==> src/cpu_pkg.sv <==
`default_nettype none

package cpu_pkg;

	// data word, instruction word and pc all share one width
	typedef logic [15:0] word_t;
	typedef logic [2:0]  reg_addr_t;
	typedef logic [3:0]  opcode_t;
	typedef logic [1:0]  alu_op_t;
	typedef logic [1:0]  fwd_sel_t;

	// opcodes, top nibble of the instruction
	localparam opcode_t OP_ADD  = 4'b0000;
	localparam opcode_t OP_ADI  = 4'b0001;
	localparam opcode_t OP_NAND = 4'b0010;
	localparam opcode_t OP_LHI  = 4'b0011;
	localparam opcode_t OP_LW   = 4'b0100;
	localparam opcode_t OP_SW   = 4'b0101;
	localparam opcode_t OP_NOP  = 4'b0111;
	localparam opcode_t OP_BEQ  = 4'b1000;
	localparam opcode_t OP_JAL  = 4'b1001;

	// bubble word pushed into flushed or stalled slots
	localparam word_t NOP_INSTR = {OP_NOP, 12'h000};

	// both memories use the low bits of a word as address
	localparam int IMEM_DEPTH = 256;
	localparam int DMEM_DEPTH = 256;
	localparam int IMEM_AW    = $clog2(IMEM_DEPTH);
	localparam int DMEM_AW    = $clog2(DMEM_DEPTH);

	// alu functions
	localparam alu_op_t ALU_ADD    = 2'd0;
	localparam alu_op_t ALU_NAND   = 2'd1;
	localparam alu_op_t ALU_PASS_B = 2'd2;

	// operand sources in decode, youngest write wins
	localparam fwd_sel_t FWD_RF  = 2'd0;
	localparam fwd_sel_t FWD_EX  = 2'd1;
	localparam fwd_sel_t FWD_MEM = 2'd2;
	localparam fwd_sel_t FWD_WB  = 2'd3;

	// pending register write
	typedef struct packed {
		logic      we;
		reg_addr_t addr;
		word_t     data;
	} dest_t;

	typedef struct packed {
		word_t pc;
		word_t pc_plus1;
		word_t instr;
	} ifid_t;

	typedef struct packed {
		word_t     pc;
		word_t     opa;
		word_t     opb;
		word_t     instr;
		alu_op_t   alu_op;
		logic      imm_sel;
		logic      reg_write;
		logic      mem_write;
		logic      mem_to_reg;
		logic      link;
		reg_addr_t rd;
	} idex_t;

	typedef struct packed {
		dest_t dest;
		word_t store_data;
		word_t addr;
		logic  mem_write;
		logic  mem_to_reg;
	} exmem_t;

	typedef struct packed {
		logic  valid;
		word_t target;
	} redirect_t;

endpackage

`default_nettype wire

==> src/hazard_unit.sv <==
`default_nettype none

module hazard_unit (
	input  wire                     clk,
	input  wire                     rst,
	input  wire cpu_pkg::reg_addr_t rs1,
	input  wire cpu_pkg::reg_addr_t rs2,
	input  wire                     rs1_used,
	input  wire                     rs2_used,
	input  wire cpu_pkg::dest_t     ex_dest,
	input  wire                     ex_is_load,
	input  wire cpu_pkg::dest_t     mem_dest,
	input  wire cpu_pkg::dest_t     wb,
	output cpu_pkg::fwd_sel_t       rs1_sel,
	output cpu_pkg::fwd_sel_t       rs2_sel,
	output logic                    stall
);
	import cpu_pkg::*;

	logic ex_hit1;
	logic ex_hit2;

	// youngest matching write, execute first
	function automatic fwd_sel_t pick_src(input reg_addr_t rs, input dest_t ex_w,
		input dest_t mem_w, input dest_t wb_w);
		if (ex_w.we && ex_w.addr == rs) begin
			return FWD_EX;
		end else if (mem_w.we && mem_w.addr == rs) begin
			return FWD_MEM;
		end else if (wb_w.we && wb_w.addr == rs) begin
			return FWD_WB;
		end
		return FWD_RF;
	endfunction

	assign rs1_sel = pick_src(rs1, ex_dest, mem_dest, wb);
	assign rs2_sel = pick_src(rs2, ex_dest, mem_dest, wb);

	assign ex_hit1 = rs1_used && ex_dest.we && (ex_dest.addr == rs1);
	assign ex_hit2 = rs2_used && ex_dest.we && (ex_dest.addr == rs2);

	// load data only exists after memory, so hold decode one cycle
	assign stall = ex_is_load && (ex_hit1 || ex_hit2);

	// the bubble behind a stall can never be a load
	a_single_stall: assert property (@(posedge clk) disable iff (rst)
		stall |=> !stall)
		else $error("load-use stall held for two cycles");

endmodule

`default_nettype wire

==> config.mk <==
export PLATFORM = sky130hd
export DESIGN_NAME = hazard_unit
export DESIGN_NICKNAME = d
export VERILOG_FILES = /design/src/cpu_pkg.sv /design/src/hazard_unit.sv
export SDC_FILE = /design/constraint.sdc
export NUM_CORES = 1
export LEC_CHECK = 0
export ABC_CLOCK_PERIOD_IN_PS = 800
export BUFFER_PORTS_ARGS = -buffer_cell sky130_fd_sc_hd__buf_2
export CORE_AREA = 3 3 40 42
export DETAILED_ROUTE_END_ITERATION = 16
export DIE_AREA = 0 0 43 45
export PLACE_DENSITY = 0.81
export SLEW_MARGIN = 10
export SYNTH_ARGS = -nofsm -noshare
export SYNTH_HDL_FRONTEND = slang
export SYNTH_SLANG_ARGS = --single-unit
export TNS_END_PERCENT = 1
==> constraint.sdc <==
create_clock -name vclk -period 0.8
set_input_delay 0 -clock vclk [all_inputs]
set_output_delay 0 -clock vclk [all_outputs]
set_load 0.01 [all_outputs]
Word-level counts from Yosys, hierarchy flattened
Cells that the tools add are included.

storage, ports and cells
  register bits after elaboration = 0
  word-level logic and storage cells = 32

cells by class
  eq/ne operators = 6
  muxes and demuxes = 14
  reductions and logical operators = 12

operators with widths
  kind                 count
  equality test 3 bit  6
  2-to-1 mux 2 bit     8
  logical AND 1 bit    11
  2-to-1 mux 1 bit     6
  logical OR 1 bit     1

Longest topological paths before layout
Gate-level depths: netlist (run 1).

  depth in word-level cells = 6
  depth in mapped cells = 3
  gate-level depth less buffers = 3

Worst setup path after synthesis (run 1)
Ideal clock, no wire load.

  path type = in2out
  from = in rs1[2]
  to = out stall
  arrival = 0.551 ns
  setup slack = 0.249 ns
  stages on the path = 3
  path buffers = 0
  path through = xnor2_1 > nand4_1 > o22ai_1

on the way
  longest elaborated chain between the ends = 4

ends and longest elaborated chain
  what                 RTL line           RTL
  start: declaration   hazard_unit.sv:6   input wire cpu_pkg::reg_addr_t rs1,
  equality test 3 bit  hazard_unit.sv:39  assign ex_hit1 = rs1_used && ex_dest.we && (ex_dest.addr == rs1);
  logical AND 1 bit    hazard_unit.sv:39
  logical OR 1 bit     hazard_unit.sv:43  assign stall = ex_is_load && (ex_hit1 || ex_hit2);
  logical AND 1 bit    hazard_unit.sv:43
  end: declaration     hazard_unit.sv:16  output logic stall

Every way passes these cells.

Final worst setup path (run 1)
  from = in rs2[0]
  to = out rs2_sel[1]

on the way
  longest elaborated chain between the ends = 6
  elaborated cells on any way between the ends = 12
  those cells by class = eq/ne: 3; mux: 6; reduce/logical: 3

ends and longest elaborated chain
  what                  RTL line           RTL
  start: declaration    hazard_unit.sv:7   input wire cpu_pkg::reg_addr_t rs2,
  equality test 3 bit   hazard_unit.sv:30  end else if (wb_w.we && wb_w.addr == rs) begin
  logical AND 1 bit     hazard_unit.sv:30
  2-to-1 mux 1 bit      hazard_unit.sv:30
  2-to-1 mux 1 bit      hazard_unit.sv:28  end else if (mem_w.we && mem_w.addr == rs) begin
  2-to-1 mux 1 bit      hazard_unit.sv:26  if (ex_w.we && ex_w.addr == rs) begin
  2-to-1 mux 2 bit (*)  hazard_unit.sv:33  return FWD_RF;
  end: declaration      hazard_unit.sv:15  output cpu_pkg::fwd_sel_t rs2_sel,

Every way passes the cells marked *; elsewhere a longest branch is shown, timed or not.

==> summary by stage, run 1 <==
Status
The run finished with clean final reports.

GRT
Global routing finished with a remaining overflow of 0. The global-route wire length before repair is 1270 um. The number of antenna violations at the first check in global routing is 0.

For this run, global-route usage on met1 was measured as 0.0957. The global router's overall resource usage is 0.0814. The most heavily used metal layer in global routing is met2. The maximum number of pins on one net before global-route repair is 5. The global-route track usage on met2 is 0.165. The via count of the first global-routing pass is 332. The global-route track usage on met3 is 0.0120.

Hold path
Counting instances, the worst hold path has a depth of 4. The type of the worst min-delay path is input pin to output port.

Floorplanning
The row count is 13. The die covers 1940 um^2. The initial core utilization is 0.202. The floorplan step defined a core boundary enclosing 1280 um^2.

From left edge to right edge, the die measures 43 um. The vertical die dimension is 45 um. 76 I/O pins were placed.

Timing
The number of max-slew violations in the final report was 0. Setup violations remaining at the end of the flow were counted as 0. The number of failing hold endpoints at the final stage is 0. Final hold analysis gives a worst-case slack of 339 ps. The tightest slew margin relative to the limit is 0.851. The least setup slack across all paths after layout is 37.2 ps.

Derived from the worst setup path, the maximum achievable clock frequency is 1310 MHz. The share of the clock period used by the worst path after layout is 0.954. Setup repair after global routing could not meet its margin everywhere. For the pin with the worst max-slew slack, the measured transition is 222 ps. The final critical path time including I/O delays and setup is 763 ps.

Power
The cell area power density is 580 nW/um^2. The final total power is 0.000283 W. The static leakage is 0.213 nW.

The largest vdd supply drop is 0.000205 V.

Placement
Counting tap cells, the placed design contains a total of 74 instances. Input and output buffers added on the ports amount to 26. The last weighted congestion value of the routability-driven placer is 0.772. Before CTS, the worst setup slack after placement is -39.1 ps.

Routing
In this run the remaining antenna-violating nets after routing total 0. The final routed wirelength across all metal layers is 794 um. The iteration-0 DRC count of the detailed router is 0.

After detailed routing, the number of remaining DRC violations is 0. Dividing the detail-routed wire length by the instance count gives 10.6 um. The total via count after detailed routing is 341. The ratio of routed vias to standard cells is 4.55. The count of TritonRoute iterations in the first routing pass is 1.

Layout
The number of non-filler instances in the completed layout is 75. The fraction of layout cells with a size suffix above 1 is 0.533. The number of nets in the layout is 133.

For this run, the share of the core covered by cells in the final layout is 0.380. The layout-stage area growth over the synthesis result is 88.4%. The number of antenna repair diodes is 0. In the finished layout, the clock tree contains a buffer count of 0. Across the whole layout, storage elements account for 0 um^2. The final layout contains a sequential cell count of 0.

Yosys
The count of yosys warnings during synthesis is 0. The number of different library cells used by synthesis comes to 9. The synthesized netlist occupies a cell area of 259 um^2.

Synthesis produced a netlist with a net count of 104. Synthesis handed over a netlist of 33 instances. The mean instance size in the synthesized netlist is 7.85 um^2. For this run, the register share of the synthesized area comes to 0.

Clock tree
In this run, post-CTS hold repair placed 0 buffers.

Setup path
Along the worst path, the maximum fanout reaches 3. The endpoint type of the worst setup path is an output port. The critical setup path kind is input pin to output port. The data arrival at the endpoint of the critical path is 760 ps. At the worst endpoint, the required time is 800 ps.

The critical path startpoint category is an input pin.

Flow run
The total of max-cap violations is 0.
## per-stage QoR
step                      setup TNS, ps  area (um^2)
after floorplan                       0          259
after global placement            -22.6          408
after detailed placement          -68.7          408
after CTS                             0          429
after global routing               -180          488
final                                 0          488
## cells in the final DEF, fill, tap and decap left out
master                     instances
sky130_fd_sc_hd__xnor2_4           1
sky130_fd_sc_hd__xnor2_1          15
sky130_fd_sc_hd__o21ai_1           1
sky130_fd_sc_hd__buf_6             3
sky130_fd_sc_hd__xnor2_2           2
sky130_fd_sc_hd__and4_1            2
sky130_fd_sc_hd__a21boi_2          1
sky130_fd_sc_hd__nand4_1           6
sky130_fd_sc_hd__buf_4             1
sky130_fd_sc_hd__o22ai_1           1
sky130_fd_sc_hd__a21boi_1          1
sky130_fd_sc_hd__o21ai_2           1
sky130_fd_sc_hd__nand2_1           2
sky130_fd_sc_hd__buf_2            21
sky130_fd_sc_hd__buf_8             2
## kinds of logic after synthesis
family	synth area share
compound gates	0.150
simple gates	0.242
xor+xnor	0.609
## routing by layer
| metal | share of wire | wire length [um] |
|---|---|---|
| met2 | 0.51 | 408 |
| met4 | 0 | 0 |
| met5 | 0 | 0 |
| met1 | 0.38 | 305 |
| met3 | 0.10 | 80 |
## cells in the mapped netlist
| cell | count | area share |
|---|---|---|
| sky130_fd_sc_hd__and4_1 | 2 | 0.068 |
| sky130_fd_sc_hd__nand4_1 | 6 | 0.14 |
| sky130_fd_sc_hd__o21ai_2 | 1 | 0.034 |
| sky130_fd_sc_hd__nand2_1 | 2 | 0.029 |
| sky130_fd_sc_hd__o22ai_1 | 1 | 0.024 |
| sky130_fd_sc_hd__o21ai_1 | 1 | 0.019 |
| sky130_fd_sc_hd__a21boi_1 | 1 | 0.029 |
| sky130_fd_sc_hd__xnor2_1 | 18 | 0.61 |
| sky130_fd_sc_hd__a21boi_2 | 1 | 0.043 |
## worst paths after layout
| check | to | from | slack (ps) |
|---|---|---|---|
| setup / recovery | rs2_sel[1] | rs2[0] | 40 |
| hold / removal | stall | rs2_used | 340 |
## what timing repair did
item / CTS / global route
setup buffers: 0 / 1
pin swaps: 5 / 5
endpoints found under the hold margin: 0 / 0
resized for setup: 3 / 12
gates cloned: 0 / 0
endpoints found under the setup margin: 2 / 5
## power breakdown
group	leakage (nW)	total [W]	switching, W	internal [W]
Sequential	0	0	0	0
Combinational	0.213	0.000283	0.000121	0.000162
Clock	0	0	0	0
Total	0.213	0.000283	0.000121	0.000162
## cell type report
class,instances,area (um^2)
Timing Repair Buffer,27,176
Tap cell,15,18.8
Fill cell,145,797
Multi-Input combinational cell,33,293
## critical path: stages
cell and delay [ps]:
sky130_fd_sc_hd__buf_2 130, sky130_fd_sc_hd__xnor2_1 180, sky130_fd_sc_hd__nand4_1 150, sky130_fd_sc_hd__a21boi_1 160, sky130_fd_sc_hd__buf_2 140
Note: power is estimated with default switching activity, not from simulation.
==> inputs of run 2 (changes only) <==
Settings changed: ABC_AREA from default to 1, CORE_AREA 3 3 40 42 to default, CORE_MARGIN from default to 3, CORE_UTILIZATION from default to 27, DIE_AREA 0 0 43 45 to default, PLACE_DENSITY 0.81 to 0.89.
==> run 2 against run 1 <==
Compared with the run above: synthesized area increased by 39%; non-clock buffer count decreased by 1; total power increased by 15%; via count increased by 64%; first-iteration DRC count increased by 11; die area decreased by 6.5%; global-route usage increased by 3.0 points; synthesized cell count increased by 140%; final cell count increased by 59%; sequential share of layout area unchanged; critical path depth increased by 3; sequential cell count unchanged.
==> summary by stage, run 2 <==
Status
The flow ran to the end, and the final reports show no timing, DRC or antenna violations.

Timing
The worst-margin pin slew was 231 ps (+9.24 ps). The highest attainable clock frequency is 1280 MHz (-2.3%). The share of the clock period used by the worst path after layout was 0.976 (+0.0221). The setup-violating endpoint count in the final report is 0 (unchanged).

The number of max-slew violations in the final report is 0 (unchanged). The final critical path time including I/O delays and setup was 780 ps (+17.7 ps). Setup repair after global routing could not meet its margin everywhere. The tightest slew margin relative to the limit is 0.844 (-0.00673). The number of failing hold endpoints at the final stage is 0 (unchanged).

Flow run
The total of max-cap violations came to 0 (unchanged).

Floorplanning
The full die area is 1810 um^2 (-6.5%). The vertical die dimension is 42.5 um (-5.5%). The count of boundary I/O pins is 76 (unchanged).

The row count is 12 (-1). The area of the placeable core came to 1170 um^2 (-8.9%). The initial core utilization came to 0.308 (+0.106). The chip width is 42.5 um (-1.1%).

Yosys
The mean instance size in the synthesized netlist is 4.56 um^2 (-42%). The share of the yosys chip area belonging to registers is 0 (unchanged). The count of mapped cells out of synthesis was 79 (+140%). The mux share of post-synthesis cell area was 0 (unchanged). The biggest area contributor in the post-synthesis netlist is sky130_fd_sc_hd__nand2_1. The synthesized-area fraction occupied by xor and xnor cells was 0.146 (-0.463). The synthesized cell area is 360 um^2 (+39%).

After synthesis, the largest family of logic cells by area is simple AND/OR/NAND/NOR gates. The adder-cell share of the synthesized area was 0 (unchanged). The share of the synthesized area in the top cell type is 0.250 (-0.359). The share of synthesized cell area in and, or, nand and nor gates is 0.521 (+0.279). The number of nets in the synthesized netlist is 150 (+44%). The count of yosys warnings during synthesis is 0 (unchanged). The count of unique library cells instantiated by Yosys is 13 (+4). The most frequently used cell type in the post-synthesis netlist is sky130_fd_sc_hd__nand2_1. Yosys attributes the largest share of cell area to sky130_fd_sc_hd__nand2_1 25%, sky130_fd_sc_hd__inv_1 17%, sky130_fd_sc_hd__nor2_1 14%.

Counting instances in the post-synthesis netlist gives the leading cell types as 24 x sky130_fd_sc_hd__nand2_1, 16 x sky130_fd_sc_hd__inv_1, 13 x sky130_fd_sc_hd__nor2_1. The compound-cell area share of the yosys netlist is 0.156 (+0.00649).

Power
The sequential fraction of design power came to 0 (unchanged). The part of the total power dissipated in combinational logic is 1.000 (about the same). The cell area power density is 536 nW/um^2 (-7.7%). The largest vdd supply drop is 0.000240 V (+17%). The share of power burned in the clock network is 0 (unchanged).

The static leakage is 0.367 nW (+73%). The total net switching power is 0.000170 W (+41%). The internal power summed over all cells was 0.000154 W (-5.0%). The net switching fraction of the power is 0.524 (+0.0979). The final total power came to 0.000324 W (+15%).

Setup path
The data arrival at the endpoint of the critical path came to 780 ps (+20 ps). By startpoint and endpoint, the worst setup path is classified as input pin to output port. The endpoint required time on the critical path is 800 ps (about the same). The highest net fanout along the worst path was 3 (unchanged).

The endpoint type of the worst setup path is an output port. On the critical path, the stage with the largest delay is an instance of sky130_fd_sc_hd__buf_2. The delay contributed by the slowest stage of the critical path is 130 ps (-50 ps). The critical path startpoint category is an input pin.

Walking the worst path, the cells encountered are buf_2 -> inv_1 -> nand2_1 -> nand2_1 -> nor2_1 -> nand3_1 -> a21oi_2 -> buf_2.

Placement
The number of I/O port buffers came to 26 (unchanged). The last weighted congestion value of the routability-driven placer is 0.830 (+7.5%). The total placed cells including tap cells was 119 (+61%).

The final HPWL from detailed placement is 937 um.

Layout
The fraction of layout cells with a size suffix above 1 is 0.410 (-0.124). From synthesis to final layout, the design area changed by 68.1%. The number of clock buffers in the layout is 0 (unchanged). In the layout the commonest cells are 23 x sky130_fd_sc_hd__nand2_1, 17 x sky130_fd_sc_hd__buf_2, 11 x sky130_fd_sc_hd__nor2_1, 11 x sky130_fd_sc_hd__inv_1. The number of fill cells is 127 (-12%).

The area taken by multi-input logic gates is 350 um^2 (+20%). The area taken by flip-flops and latches is 0 um^2 (unchanged). The number of antenna repair diodes came to 0 (unchanged). The number of non-filler instances in the completed layout was 119 (+59%). The final core area utilization was 0.517 (+0.137). The number of nets in the layout is 178 (+34%). The number of sequential storage elements was 0 (unchanged). The commonest non-fill, non-tap cell in the layout is sky130_fd_sc_hd__nand2_1.

Routing
The total DRC errors in the routed layout is 0 (unchanged). The count of TritonRoute iterations in the first routing pass is 4 (+3). The wire length per cell after detailed routing is 9.97 um (-5.8%). The residual antenna-violating net count after detailed routing is 0 (unchanged). The final routed wirelength across all metal layers came to 1190 um (+49%). The iteration-0 DRC count of the detailed router is 11 (+11). The ratio of routed vias to standard cells is 4.69 (+3.1%). The total via count after detailed routing is 558 (+64%).

Hold path
In this run the worst hold path is classified as input pin to output port. The cell depth of the worst min-delay path is 4 (unchanged).

GRT
The global-route wire length before repair is 1730 um (+36%). The final global-route overflow total is 0 (unchanged). The number of antenna violations at the first check in global routing is 0 (unchanged). The maximum number of pins on one net before global-route repair is 7 (+2).

The global router's overall resource usage came to 0.112 (+0.0305). The via count of the first global-routing pass is 450 (+36%).

Clock tree
The total setup buffers inserted after CTS was 0 (unchanged).
-- run 2: changes by cell type in the layout (fill, tap and decap cells not counted), moves of 3 or more --
cell / change
sky130_fd_sc_hd__nor2_1: +11
sky130_fd_sc_hd__nand2_1: +21
sky130_fd_sc_hd__buf_2: -4
sky130_fd_sc_hd__o21ai_1: +3
sky130_fd_sc_hd__a21oi_2: +3
sky130_fd_sc_hd__buf_4: +3
sky130_fd_sc_hd__nand4_1: -4
sky130_fd_sc_hd__inv_1: +11
sky130_fd_sc_hd__nand3_1: +5
sky130_fd_sc_hd__xnor2_1: -14
sky130_fd_sc_hd__inv_2: +5
-- run 2: final cells by class --
class                      instances  share of cell area
inverter                          17               0.110
multi-input combinational         62               0.579
tap                               14              0.0289
timing repair buffer              26               0.283
-- run 2: timing repair --
item | in CTS | in global routing
resized for setup | 0 | 35
endpoints found under the setup margin | 0 | 5
hold buffers | 0 | 0
hold endpoints to repair | 0 | 0
-- run 2: power by group through the flow --
stage               logic (W)  registers, W  clock network [W]
finish               0.000324             0                  0
global route         0.000359             0                  0
CTS                  0.000254             0                  0
detailed placement   0.000252             0                  0
floorplan            0.000138             0                  0
global placement     0.000245             0                  0
-- run 2: worst paths after layout --
| kind | start | end | slack (ps) |
|---|---|---|---|
| hold / removal | ex_is_load | stall | 300 |
| setup / recovery | ex_dest[16] | stall | 20 |
-- run 2: per-stage QoR --
stage / TNS (ps) / cell area, um^2 / setup WS [ps] / hold slack, ps
3_5_place_dp: 0 / 508 / 16.4 / 301
2_1_floorplan: 0 / 360 / 249 / 85.2
5_1_grt: -142 / 606 / -56.0 / 327
4_1_cts: 0 / 508 / 12.6 / 302
6_report: 0 / 606 / 19.5 / 301
3_3_place_gp: 0 / 508 / 8.57 / 301
-- run 2: logic make-up (layout without fill, tap and decap cells) --
logic type,after synthesis,count (layout)
xor+xnor,6,6
compound gates,10,10
simple gates,46,46
buf+inv,17,43
-- run 2: routing by layer --
metal,part of all wire,up-vias,GRT usage
met5,0,-,0
met4,0,0,0
met3,0.065,0,0.00858
met2,0.55,21,0.204
met1,0.39,242,0.150
li1,-,295,-
-- run 2: worst max-delay path, delay by kind of cell --
family | cells | cell delay [ps]
simple gates | 4 | 360
buf+inv | 3 | 290
compound gates | 1 | 120
==> inputs of run 3 (changes only) <==
Settings changed: BUFFER_PORTS_ARGS -buffer_cell sky130_fd_sc_hd__buf_2 to default, CORE_AREA from default to 3 3 40 42, CORE_MARGIN 3 to default, CORE_UTILIZATION 27 to default, DIE_AREA from default to 0 0 43 45, DONT_BUFFER_PORTS from default to 1, PLACE_DENSITY 0.89 to 0.4.
==> run 3 against run 2 <==
Compared with the run above: core utilization down 22 points; cell area decreased by 37%; sequential cell count unchanged; combinational power is 51% lower; critical path type unchanged; critical endpoint is now rs1_sel[1]; largest cell class unchanged.
==> summary by stage, run 3 (same netlist as run 2, synthesis figures left out) <==
Floorplanning
The area of the placeable core is 1280 um^2 (+9.7%). The initial core utilization is 0.280 (-0.0273). The full die area is 1940 um^2 (+7.0%). The chip width is 43 um (+1.1%). The row count was 13 (+1). The vertical die dimension is 45 um (+5.8%). The count of boundary I/O pins is 76 (unchanged).

Routing
The residual antenna-violating net count after detailed routing is 0 (unchanged). The final routed wirelength across all metal layers is 947 um (-20%). The total via count after detailed routing came to 426 (-24%). The total DRC errors in the routed layout is 0 (unchanged). The iteration-0 DRC count of the detailed router came to 4 (-7). The ratio of routed vias to standard cells is 4.53 (-3.4%). The count of TritonRoute iterations in the first routing pass came to 4 (unchanged).

The wire length per cell after detailed routing came to 10.1 um (+1.0%).

Placement
The final HPWL from detailed placement came to 904 um (-3.5%). The number of I/O port buffers came to 0 (-100%). The last weighted congestion value of the routability-driven placer was 0.765 (-7.8%). The worst setup slack after placement was 139 ps (+123 ps).

GRT
The via count of the first global-routing pass came to 386 (-14%). The global-route wire length before repair is 1600 um (-7.6%). The number of antenna violations at the first check in global routing came to 0 (unchanged). The maximum number of pins on one net before global-route repair is 7 (unchanged). The final global-route overflow total is 0 (unchanged). The global router's overall resource usage was 0.101 (-0.0107).

Setup path
The endpoint type of the worst setup path is an output port. The highest net fanout along the worst path was 4 (+1). The critical path startpoint category is an input pin.

The critical path is of the input pin to output port type. The endpoint required time on the critical path is 800 ps (about the same). The data arrival at the endpoint of the critical path is 640 ps (-140 ps).

Layout
The area taken by flip-flops and latches is 0 um^2 (unchanged). The fraction of layout cells with a size suffix above 1 is 0.0380 (-0.372). In the layout the commonest cells are 24 x sky130_fd_sc_hd__nand2_1, 16 x sky130_fd_sc_hd__inv_1, 13 x sky130_fd_sc_hd__nor2_1, 6 x sky130_fd_sc_hd__o21ai_0, 6 x sky130_fd_sc_hd__nand3_1. The area growth from synthesis to layout is 5.21%. The number of clock buffers in the layout is 0 (unchanged). The number of antenna repair diodes is 0 (unchanged).

The number of nets in the layout is 152 (-15%). The number of sequential storage elements came to 0 (unchanged). The final core area utilization is 0.295 (-0.222).

The commonest non-fill, non-tap cell in the layout is sky130_fd_sc_hd__nand2_1.

Timing
The tightest slew margin relative to the limit came to 0.822 (-0.0224). The setup-violating endpoint count in the final report is 0 (unchanged). The final critical path time including I/O delays and setup came to 644 ps (-137 ps).

The sum of negative setup slack is 0 ps (unchanged). The number of max-slew violations in the final report was 0 (unchanged). The worst-margin pin slew is 268 ps (+36.8 ps).

Setup repair after global routing left no endpoint under its margin. The worst hold slack was 91.3 ps (-209 ps). The least setup slack across all paths after layout came to 156 ps (+137 ps). The number of failing hold endpoints at the final stage is 0 (unchanged). The highest attainable clock frequency is 1550 MHz (+21%). The share of the clock period used by the worst path after layout is 0.805 (-0.171).

Clock tree
The post-cts resize count is 0 (unchanged). The hold buffer count at cts is 0 (unchanged). The total setup buffers inserted after CTS is 0 (unchanged).

Hold path
The min-delay analysis places its worst path in the category input pin to output port. The cell depth of the worst min-delay path came to 2 (-2).

Power
The static leakage is 0.234 nW (-36%). The largest vdd supply drop was 0.000119 V (-50%). The cell area power density is 418 nW/um^2 (-22%).

Flow run
The total of max-cap violations is 0 (unchanged).

Status
The flow ran to the end, and the final reports show no timing, DRC or antenna violations.
-- run 3: cell type report --
cell class	count	area [um^2]
Multi-Input combinational cell	62	297
Inverter	17	63.8
Tap cell	15	18.8
Fill cell	161	906
-- run 3: report_power, final --
group | total (W) | internal (W) | switching [W]
Clock | 0 | 0 | 0
Combinational | 0.000158 | 0.0000648 | 0.0000935
Sequential | 0 | 0 | 0
-- run 3: metrics by stage --
step | instance area, um^2 | total power (W) | std cells
global route | 379 | 0.000190 | 94
finish | 379 | 0.000158 | 94
CTS | 379 | 0.000162 | 94
global placement | 379 | 0.000161 | 94
floorplan | 360 | 0.000138 | 79
detailed placement | 379 | 0.000161 | 94
-- run 3: worst max-delay path, cell delays in order --
cell and delay (ps):
sky130_fd_sc_hd__inv_1 70, sky130_fd_sc_hd__o21ai_0 100, sky130_fd_sc_hd__nor2_1 150, sky130_fd_sc_hd__nand2_1 60
sky130_fd_sc_hd__a21oi_1 260
-- run 3: final timing paths --
| kind | start | slack [ps] | to |
|---|---|---|---|
| max | rs1[1] | 160 | rs1_sel[1] |
| min | ex_is_load | 90 | stall |
-- run 3: layer usage --
metal,routed length [um],track usage,vias up
met5,0,0,-
met4,0,0,0
met3,120,0.0319,0
met2,437,0.177,14
met1,389,0.131,172
li1,-,-,240
